## src/common/gf_pkg.sv

```systemverilog
package gf_pkg;

   localparam int m      = 5;        // trits per element
   localparam int elem_w = 2 * m;    // two bits per trit

   // trit values 0, 1 and 2 are valid, 3 never appears in a stored element
   typedef logic [1:0] trit_t;

   typedef trit_t [m-1:0] gf_elem_t;    // trit 0 is the constant term

   // x^5 + 2x + 1, only the terms below x^5 are kept
   localparam gf_elem_t poly_low = {2'd0, 2'd0, 2'd0, 2'd2, 2'd1};

   localparam int wide_w = 3 * m - 2;   // trits of an unreduced cube, degree 3(m-1)

   typedef logic [$clog2(m)-1:0] step_t;
   localparam step_t mul_steps = step_t'(m - 1);   // mul steps left after the first

endpackage

```

## src/common/cop_pkg.sv

```systemverilog
package cop_pkg;

   localparam int num_regs  = 8;
   localparam int rom_depth = 16;
   localparam int pc_w      = $clog2(rom_depth);
   localparam int adr_w     = 4;     // wishbone word address

   typedef enum logic [2:0] {
      op_halt = 3'd0,
      op_mov  = 3'd1,
      op_add  = 3'd2,
      op_sub  = 3'd3,
      op_cube = 3'd4,
      op_mul  = 3'd5
   } opcode_t;

   typedef logic [$clog2(num_regs)-1:0] reg_idx_t;

   typedef struct packed {
      opcode_t  opcode;
      reg_idx_t dst;
      reg_idx_t src_a;
      reg_idx_t src_b;
   } instr_t;

   typedef struct packed {
      opcode_t          opcode;
      gf_pkg::gf_elem_t a;
      gf_pkg::gf_elem_t b;
   } alu_op_t;

   // routine 3 lands on an empty word, which reads back as halt
   localparam logic [3:0][pc_w-1:0] routine_entry = {4'd15, 4'd6, 4'd3, 4'd0};

   localparam logic [adr_w-1:0] wb_reg_ctrl = 4'd8;   // start on write, busy on read

endpackage

```

## src/coproc/cop_rom.sv

```systemverilog
`timescale 1ns/1ps

module cop_rom (
   input  logic                     clk,
   input  logic [cop_pkg::pc_w-1:0] pc,
   output cop_pkg::instr_t          instr
);

   always_ff @(posedge clk) begin
      case (pc)
         // routine 0: r4 = r0*r1 + r2
         4'd0:    instr <= '{cop_pkg::op_mul,  3'd4, 3'd0, 3'd1};
         4'd1:    instr <= '{cop_pkg::op_add,  3'd4, 3'd4, 3'd2};
         4'd2:    instr <= '{cop_pkg::op_halt, 3'd0, 3'd0, 3'd0};
         // routine 1: r5 = r0^3 - r1
         4'd3:    instr <= '{cop_pkg::op_cube, 3'd5, 3'd0, 3'd0};
         4'd4:    instr <= '{cop_pkg::op_sub,  3'd5, 3'd5, 3'd1};
         4'd5:    instr <= '{cop_pkg::op_halt, 3'd0, 3'd0, 3'd0};
         // routine 2: r6 = (r0+r1)(r0-r1), r7 = r6^3
         4'd6:    instr <= '{cop_pkg::op_add,  3'd6, 3'd0, 3'd1};
         4'd7:    instr <= '{cop_pkg::op_sub,  3'd7, 3'd0, 3'd1};
         4'd8:    instr <= '{cop_pkg::op_mul,  3'd6, 3'd6, 3'd7};
         4'd9:    instr <= '{cop_pkg::op_cube, 3'd7, 3'd6, 3'd6};
         4'd10:   instr <= '{cop_pkg::op_halt, 3'd0, 3'd0, 3'd0};
         default: instr <= '{cop_pkg::op_halt, 3'd0, 3'd0, 3'd0};
      endcase
   end

endmodule

```

## src/coproc/cop_sequencer.sv

```systemverilog
`timescale 1ns/1ps

module cop_sequencer (
   input  logic                     clk,
   input  logic                     rst_n,
   input  logic                     start,
   input  logic [1:0]               routine,
   output logic                     busy,
   output logic [cop_pkg::pc_w-1:0] pc,
   input  cop_pkg::instr_t          instr,
   output cop_pkg::reg_idx_t        rd_a_idx,
   output cop_pkg::reg_idx_t        rd_b_idx,
   input  gf_pkg::gf_elem_t         rd_a,
   input  gf_pkg::gf_elem_t         rd_b,
   output cop_pkg::alu_op_t         alu_op,
   output logic                     alu_go,
   input  logic                     alu_done,
   input  gf_pkg::gf_elem_t         alu_result,
   output logic                     seq_we,
   output cop_pkg::reg_idx_t        seq_idx,
   output gf_pkg::gf_elem_t         seq_wdata
);

   typedef enum logic [1:0] {
      idle,
      fetch,
      issue,
      wait_alu
   } state_t;

   state_t state;

   // pc only moves after write-back, so instr stays valid through wait_alu
   always_ff @(posedge clk) begin
      if (!rst_n) begin
         state <= idle;
         busy  <= 1'b0;
         pc    <= '0;
      end else begin
         case (state)
            idle: begin
               if (start) begin
                  pc    <= cop_pkg::routine_entry[routine];
                  busy  <= 1'b1;
                  state <= fetch;
               end
            end
            fetch: state <= issue;                  // rom latches pc here
            issue: begin
               if (instr.opcode == cop_pkg::op_halt) begin
                  busy  <= 1'b0;
                  state <= idle;
               end else begin
                  state <= wait_alu;
               end
            end
            wait_alu: begin
               if (alu_done) begin
                  pc    <= pc + 1'b1;
                  state <= fetch;
               end
            end
            default: state <= idle;
         endcase
      end
   end

   assign rd_a_idx = instr.src_a;
   assign rd_b_idx = instr.src_b;

   assign alu_go = (state == issue) && (instr.opcode != cop_pkg::op_halt);
   assign alu_op = '{opcode: instr.opcode, a: rd_a, b: rd_b};

   assign seq_we    = (state == wait_alu) && alu_done;
   assign seq_idx   = instr.dst;
   assign seq_wdata = alu_result;

endmodule

```

## src/coproc/gf_alu.sv

```systemverilog
`timescale 1ns/1ps

module gf_alu (
   input  logic             clk,
   input  logic             rst_n,
   input  cop_pkg::alu_op_t alu_op,
   input  logic             alu_go,
   output logic             alu_done,
   output gf_pkg::gf_elem_t alu_result
);

   gf_pkg::gf_elem_t acc;      // single-cycle result or running product
   gf_pkg::gf_elem_t a_q;
   gf_pkg::gf_elem_t b_sh;     // multiplier digits, top trit next
   gf_pkg::step_t    steps;
   logic             mul_run;

   function automatic gf_pkg::trit_t trit_add(gf_pkg::trit_t x, gf_pkg::trit_t y);
      logic [2:0] s;
      s = x + y;
      return (s >= 3'd3) ? gf_pkg::trit_t'(s - 3'd3) : gf_pkg::trit_t'(s);
   endfunction

   function automatic gf_pkg::trit_t trit_mul(gf_pkg::trit_t x, gf_pkg::trit_t y);
      if (x == 2'd0 || y == 2'd0)
         return 2'd0;
      return (x == y) ? 2'd1 : 2'd2;   // 1*1 = 2*2 = 1
   endfunction

   function automatic gf_pkg::gf_elem_t elem_add(gf_pkg::gf_elem_t a, gf_pkg::gf_elem_t b);
      gf_pkg::gf_elem_t r;
      for (int i = 0; i < gf_pkg::m; i++)
         r[i] = trit_add(a[i], b[i]);
      return r;
   endfunction

   function automatic gf_pkg::gf_elem_t elem_scale(gf_pkg::gf_elem_t a, gf_pkg::trit_t t);
      gf_pkg::gf_elem_t r;
      for (int i = 0; i < gf_pkg::m; i++)
         r[i] = trit_mul(a[i], t);
      return r;
   endfunction

   function automatic gf_pkg::gf_elem_t elem_neg(gf_pkg::gf_elem_t a);
      return elem_scale(a, 2'd2);
   endfunction

   // a*x, with x^5 folded back as -(2x+1)
   function automatic gf_pkg::gf_elem_t mul_x(gf_pkg::gf_elem_t a);
      gf_pkg::gf_elem_t sh;
      sh = {a[gf_pkg::m-2:0], 2'd0};
      return elem_add(sh, elem_scale(elem_neg(gf_pkg::poly_low), a[gf_pkg::m-1]));
   endfunction

   // frobenius: a_i moves to x^(3i), then fold from the top degree down
   function automatic gf_pkg::gf_elem_t cube(gf_pkg::gf_elem_t a);
      gf_pkg::trit_t [gf_pkg::wide_w-1:0] w;
      gf_pkg::gf_elem_t negp;
      gf_pkg::trit_t c;
      w    = '0;
      negp = elem_neg(gf_pkg::poly_low);
      for (int i = 0; i < gf_pkg::m; i++)
         w[3*i] = a[i];
      for (int d = gf_pkg::wide_w - 1; d >= gf_pkg::m; d--) begin
         c = w[d];
         for (int j = 0; j < gf_pkg::m; j++)
            w[d-gf_pkg::m+j] = trit_add(w[d-gf_pkg::m+j], trit_mul(c, negp[j]));
      end
      return w[gf_pkg::m-1:0];
   endfunction

   always_ff @(posedge clk) begin
      if (!rst_n) begin
         alu_done <= 1'b0;
         mul_run  <= 1'b0;
         steps    <= '0;
      end else begin
         alu_done <= 1'b0;
         if (alu_go) begin
            if (alu_op.opcode == cop_pkg::op_mul) begin
               mul_run <= 1'b1;
               steps   <= gf_pkg::mul_steps;
            end else begin
               alu_done <= 1'b1;
            end
         end else if (mul_run) begin
            steps <= steps - 1'b1;
            if (steps == 1'b1) begin
               mul_run  <= 1'b0;
               alu_done <= 1'b1;
            end
         end
      end
   end

   always_ff @(posedge clk) begin
      if (alu_go) begin
         a_q  <= alu_op.a;
         b_sh <= {alu_op.b[gf_pkg::m-2:0], 2'd0};
         case (alu_op.opcode)
            cop_pkg::op_add:  acc <= elem_add(alu_op.a, alu_op.b);
            cop_pkg::op_sub:  acc <= elem_add(alu_op.a, elem_neg(alu_op.b));
            cop_pkg::op_cube: acc <= cube(alu_op.a);
            cop_pkg::op_mul:  acc <= elem_scale(alu_op.a, alu_op.b[gf_pkg::m-1]);  // acc was 0
            default:          acc <= alu_op.a;                                   // mov
         endcase
      end else if (mul_run) begin
         acc  <= elem_add(mul_x(acc), elem_scale(a_q, b_sh[gf_pkg::m-1]));
         b_sh <= {b_sh[gf_pkg::m-2:0], 2'd0};
      end
   end

   assign alu_result = acc;

endmodule

```

## src/hw/reg_file.sv

```systemverilog
`timescale 1ns/1ps

module reg_file (
   input  logic              clk,
   input  logic              rst_n,
   input  logic              host_we,
   input  cop_pkg::reg_idx_t host_idx,
   input  gf_pkg::gf_elem_t  host_wdata,
   output gf_pkg::gf_elem_t  host_rdata,
   input  cop_pkg::reg_idx_t rd_a_idx,
   input  cop_pkg::reg_idx_t rd_b_idx,
   output gf_pkg::gf_elem_t  rd_a,
   output gf_pkg::gf_elem_t  rd_b,
   input  logic              seq_we,
   input  cop_pkg::reg_idx_t seq_idx,
   input  gf_pkg::gf_elem_t  seq_wdata
);

   gf_pkg::gf_elem_t regs [cop_pkg::num_regs];

   always_ff @(posedge clk) begin
      if (!rst_n) begin
         for (int i = 0; i < cop_pkg::num_regs; i++)
            regs[i] <= '0;
      end else if (seq_we) begin
         regs[seq_idx] <= seq_wdata;        // sequencer wins
      end else if (host_we) begin
         regs[host_idx] <= host_wdata;
      end
   end

   assign rd_a       = regs[rd_a_idx];
   assign rd_b       = regs[rd_b_idx];
   assign host_rdata = regs[host_idx];

endmodule

```

## src/hw/wb_host_if.sv

```systemverilog
`timescale 1ns/1ps

module wb_host_if (
   input  logic                      clk,
   input  logic                      rst_n,
   input  logic                      cyc,
   input  logic                      stb,
   input  logic                      we,
   input  logic [cop_pkg::adr_w-1:0] adr,
   input  logic [31:0]               dat_w,
   output logic [31:0]               dat_r,
   output logic                      ack,
   input  logic                      busy,
   output logic                      start,
   output logic [1:0]                routine,
   output logic                      host_we,
   output cop_pkg::reg_idx_t         host_idx,
   output gf_pkg::gf_elem_t          host_wdata,
   input  gf_pkg::gf_elem_t          host_rdata
);

   logic req;
   logic reg_sel;
   logic ctrl_sel;

   assign req      = cyc && stb && !ack;          // one cycle per classic transfer
   assign reg_sel  = adr < cop_pkg::wb_reg_ctrl;  // r0..r7 sit below the ctrl word
   assign ctrl_sel = adr == cop_pkg::wb_reg_ctrl;

   assign host_we    = req && we && reg_sel && !busy;
   assign host_idx   = adr[$bits(cop_pkg::reg_idx_t)-1:0];
   assign host_wdata = dat_w[gf_pkg::elem_w-1:0];

   assign start   = req && we && ctrl_sel && !busy;
   assign routine = dat_w[1:0];

   always_ff @(posedge clk) begin
      if (!rst_n)
         ack <= 1'b0;
      else
         ack <= req;
   end

   // read data lands together with ack
   always_ff @(posedge clk) begin
      if (req) begin
         if (reg_sel)
            dat_r <= 32'(host_rdata);
         else if (ctrl_sel)
            dat_r <= 32'(busy);
         else
            dat_r <= '0;
      end
   end

endmodule

```

## src/hw/gf_coproc_top.sv

```systemverilog
`timescale 1ns/1ps

module gf_coproc_top (
   input  logic                      clk,
   input  logic                      rst_n,
   input  logic                      cyc,
   input  logic                      stb,
   input  logic                      we,
   input  logic [cop_pkg::adr_w-1:0] adr,
   input  logic [31:0]               dat_w,
   output logic [31:0]               dat_r,
   output logic                      ack
);

   logic                     start;
   logic [1:0]               routine;
   logic                     busy;
   logic                     host_we;
   cop_pkg::reg_idx_t        host_idx;
   gf_pkg::gf_elem_t         host_wdata;
   gf_pkg::gf_elem_t         host_rdata;
   logic [cop_pkg::pc_w-1:0] pc;
   cop_pkg::instr_t          instr;
   cop_pkg::reg_idx_t        rd_a_idx;
   cop_pkg::reg_idx_t        rd_b_idx;
   gf_pkg::gf_elem_t         rd_a;
   gf_pkg::gf_elem_t         rd_b;
   cop_pkg::alu_op_t         alu_op;
   logic                     alu_go;
   logic                     alu_done;
   gf_pkg::gf_elem_t         alu_result;
   logic                     seq_we;
   cop_pkg::reg_idx_t        seq_idx;
   gf_pkg::gf_elem_t         seq_wdata;

   wb_host_if i_wb_host_if (
      .clk        (clk),
      .rst_n      (rst_n),
      .cyc        (cyc),
      .stb        (stb),
      .we         (we),
      .adr        (adr),
      .dat_w      (dat_w),
      .dat_r      (dat_r),
      .ack        (ack),
      .busy       (busy),
      .start      (start),
      .routine    (routine),
      .host_we    (host_we),
      .host_idx   (host_idx),
      .host_wdata (host_wdata),
      .host_rdata (host_rdata)
   );

   reg_file i_reg_file (
      .clk        (clk),
      .rst_n      (rst_n),
      .host_we    (host_we),
      .host_idx   (host_idx),
      .host_wdata (host_wdata),
      .host_rdata (host_rdata),
      .rd_a_idx   (rd_a_idx),
      .rd_b_idx   (rd_b_idx),
      .rd_a       (rd_a),
      .rd_b       (rd_b),
      .seq_we     (seq_we),
      .seq_idx    (seq_idx),
      .seq_wdata  (seq_wdata)
   );

   cop_sequencer i_cop_sequencer (
      .clk        (clk),
      .rst_n      (rst_n),
      .start      (start),
      .routine    (routine),
      .busy       (busy),
      .pc         (pc),
      .instr      (instr),
      .rd_a_idx   (rd_a_idx),
      .rd_b_idx   (rd_b_idx),
      .rd_a       (rd_a),
      .rd_b       (rd_b),
      .alu_op     (alu_op),
      .alu_go     (alu_go),
      .alu_done   (alu_done),
      .alu_result (alu_result),
      .seq_we     (seq_we),
      .seq_idx    (seq_idx),
      .seq_wdata  (seq_wdata)
   );

   cop_rom i_cop_rom (
      .clk   (clk),
      .pc    (pc),
      .instr (instr)
   );

   gf_alu i_gf_alu (
      .clk        (clk),
      .rst_n      (rst_n),
      .alu_op     (alu_op),
      .alu_go     (alu_go),
      .alu_done   (alu_done),
      .alu_result (alu_result)
   );

endmodule

```

## config.mk

```make
export PLATFORM = sky130hd
export DESIGN_NAME = gf_coproc_top
export DESIGN_NICKNAME = d
export VERILOG_FILES = /design/src/common/gf_pkg.sv /design/src/common/cop_pkg.sv /design/src/coproc/cop_rom.sv /design/src/coproc/cop_sequencer.sv /design/src/coproc/gf_alu.sv /design/src/hw/reg_file.sv /design/src/hw/wb_host_if.sv /design/src/hw/gf_coproc_top.sv
export SDC_FILE = /design/constraint.sdc
export NUM_CORES = 1
export LEC_CHECK = 0
export BUFFER_PORTS_ARGS = -buffer_cell sky130_fd_sc_hd__buf_2
export CAP_MARGIN = 20
export CELL_PAD_IN_SITES_DETAIL_PLACEMENT = 0
export CELL_PAD_IN_SITES_GLOBAL_PLACEMENT = 1
export CORE_UTILIZATION = 51
export CTS_BUF_LIST = sky130_fd_sc_hd__clkbuf_4
export DETAILED_ROUTE_END_ITERATION = 8
export PLACE_DENSITY_LB_ADDON = 0.1
export SYNTH_ARGS = -nofsm -noshare
export SYNTH_HDL_FRONTEND = slang
export SYNTH_SLANG_ARGS = --single-unit
```

## constraint.sdc

```tcl
create_clock -name clk -period 6 [get_ports clk]
set_clock_uncertainty 0.05 [all_clocks]
set_input_delay 0.9 -clock clk [delete_from_list [all_inputs] [get_ports clk]]
set_output_delay 0.9 -clock clk [all_outputs]
set_load 0.01 [all_outputs]
```

==> out/summary.txt <==
Hold crit path type - reg2reg
Power per cell area - 297 nW/µm²
Setup violators final - 0
IO Port Bufs - 29
Initial antenna violation count - 2
Critical Path Start Type - flop
Part of the power in registers - 36.8%
Hold Path Stages - 2
Most common cell after layout, fill and taps aside - nor2_1
Slew Viols, Final - 0
DR pass1 iterations - 7
Post-route ant nets - 0
Clock transition at path regs - 0.15 ns
Grt total ovfl - 0
P_sw - 1.28 mW
Top Ports - 74
Share of layout cells above drive strength 1 - 16.0%
Wire per inst - 21.8 µm
1st-iter DRT viols - 591
Synth top area cells - edfxtp_1 34%, mux4_2 13%, ha_1 6.8%, nor2_1 5.3%, dfxtp_1 4.7%
# hold bufs at CTS - 0
Yosys warnings - 0
Post-synth EDFFs - 118
Multi-input combinational cell area - 5760 µm²
CP Class - reg2reg
Core footprint - 19700 µm²
Met1 Wirelength - 10800 µm
Worst setup EP type - flop
Sequential area share after synthesis - 39.0%
Worst EP required - 6.37 ns
Ys async rst share - 0%
Post-route DRC violation count - 0
Total track usage - 27.5%
DR WL met3 - 1370 µm
Initial Util - 52.5%
LEAKAGE - 4.09 nW
Post-DP HPWL - 20100 µm
Switch share - 39.8%
Via Count - 7480
Post-Synthesis Cell Area - 10300 µm²
Final net count - 1075
Flops & latches, synth - 142
Gpl congestion - 0.875
Worst slew pin tran - 1.09 ns
Fillcell total - 1770
Max H-tree Level - 4
Critical Path AT - 5.56 ns
Power share of the clock group - 18.3%
Placed cell area - 10600 µm²
Largest area contributor in the netlist - edfxtp_1
Fin crit share - 86.5%
First-pass GRT wire length - 40700 µm
Max Used Layer - met4
Total power - 3.22 mW
Placed cells - 1200
Internal Pwr Total - 1.94 mW
Largest net degree at the start of global routing - 28
Gate power share - 44.8%
Reg2reg setup slack - 0.81 ns
CTS tree - done
Num Clock Sinks - 142
Design area - 10800 µm²
Die outline area - 20800 µm²
Status - finished clean
CTS Buffer Depth - 2
Final hold vios - 0
Rel. slew slack - 25.2%
TNS Setup - 0 ns
Synthesized area per cell - 11.0 µm²
RSZ-0062 raised after global routing - no
Layout area overhead - 5.15%
Crit path max fanout - 19
Most frequent cells in the layout - 146 x nor2_1, 118 x edfxtp_1, 66 x nand2_1
Share of the synthesized area in the top cell type - 34.3%
Met2 wire len - 14100 µm
# rows - 51
Number of global-route vias before repair - 7443
Post-CTS sizing - 0
CTS root buffer - clkbuf_4
Highest Clock Rate - 0.193 GHz
Synth cell types - 69
Min Tclk post-route - 5.19 ns
Max Cap Viol - 0
Worst-Skew Late Latency - 0.58 ns
Die width - 144 µm
Most used DFF post-synth - edfxtp_1
Num CTS Buffers - 17
Reg2reg path depth - 16
Post-CTS Setup Bufs - 0
Syn Inst Count - 942
Die height - 144 µm
Mean number of vias per cell - 6.06
Non-Filler Instances - 1235
Total wire length - 27000 µm
Worst vdd ir - 0.000173 V
Reg area - 4030 µm²
==> power by group through the flow <==
stage	clock (mW)	combinational [mW]	sequential, mW
5_1_grt	0.638	1.60	1.20
3_5_place_dp	0	1.42	1.21
2_1_floorplan	0	1.14	1.16
3_3_place_gp	0	1.35	1.21
4_1_cts	0.590	1.43	1.19
6_report	0.591	1.44	1.19
==> through the flow <==
| stage | setup slack, ns | util [%] | hold slack (ns) |
|---|---|---|---|
| floorplan | 1.47 | - | 0.414 |
| detailed placement | 0.832 | 53.8 | 0.449 |
| CTS | 0.818 | 55.1 | 0.466 |
| global placement | 0.940 | 53.8 | 0.425 |
| finish | 0.808 | 55.2 | 0.466 |
| global route | 0.327 | 55.2 | 0.484 |
==> worst max-delay path, cell delays in order, from the launching register on <==
cell and delay, ns:
dfxtp_1 0.61, buf_4 0.42, mux4_2 0.58, mux2i_4 0.37, inv_1 0.15, fa_1 0.54
ha_1 0.25, nor2_1 0.12, nand3b_1 0.09, o21ai_0 0.09, ha_1 0.19, fa_1 0.45
ha_1 0.25, nor4b_1 0.30, o21ai_0 0.13, and3_1 0.21, a221oi_1 0.22
==> synthesized netlist by cell type, drive strengths merged, types with 3 or more instances <==
master,count
o21a,3
mux4,60
or3,6
nor2,148
inv,59
nand2,66
a221oi,9
edfxtp,118
and3,4
o221ai,4
xor2,10
o2111ai,3
nor4,4
fa,22
nor2b,20
dfxtp,24
nand3,14
and2,7
nand4,4
nand2b,18
mux2,4
nand3b,8
o22ai,4
clkbuf,27
a21oi,32
a211oi,5
buf,42
mux2i,50
or2,4
nor3b,7
xnor2,8
o211ai,13
nor3,12
ha,56
o21ai,37
==> per-layer routing <==
metal,vias to the layer above,global-route usage (%)
li1,3438,-
met1,3765,32.6
met2,233,50.3
met3,44,4.57
met4,0,8.98
met5,-,0
==> registers in the layout, summed over array words and instances, names as in the netlist <==
name	count
i_cop_rom.instr	11
i_cop_sequencer.state	2
i_wb_host_if.dat_r	10
i_gf_alu.mul_run	1
i_cop_sequencer.pc	4
i_reg_file.regs	80
i_gf_alu.b_sh	8
i_gf_alu.a_q	10
i_gf_alu.alu_done	1
i_gf_alu.steps	3
i_gf_alu.alu_result	10
i_cop_sequencer.busy	1
i_wb_host_if.ack	1
==> path summary, 6_finish.rpt <==
check,startpoint,end
worst max-delay path,i_cop_rom.instr[3]$_SDFF_PP0_,i_gf_alu.alu_result[6]$_DFFE_PP_
worst min-delay path,i_cop_sequencer.state[1]$_SDFFE_PN0P_,i_cop_sequencer.state[1]$_SDFFE_PN0P_
worst min register to register,i_cop_sequencer.state[1]$_SDFFE_PN0P_,i_cop_sequencer.state[1]$_SDFFE_PN0P_
worst max register to register,i_cop_rom.instr[3]$_SDFF_PP0_,i_gf_alu.alu_result[6]$_DFFE_PP_
==> layout make-up <==
class	instances	area share (%)
multi-input cells	693	53.1
flip-flops and latches	142	37.1
well taps	265	3.06
repair buffers	43	2.38
inverters	59	2.06
clock buffers	20	1.38
clock inverters	11	0.865
diodes	2	0.0461
==> cells by family after synthesis <==
logic type / synth area share (%)
compound gates: 8.33
xor+xnor: 1.53
fa+ha+maj: 11.1
buf+inv: 6.00
flops: 39.0
mux: 18.9
other cells: 0.0364
simple gates: 15.1
(Power assumes the default switching activity.)
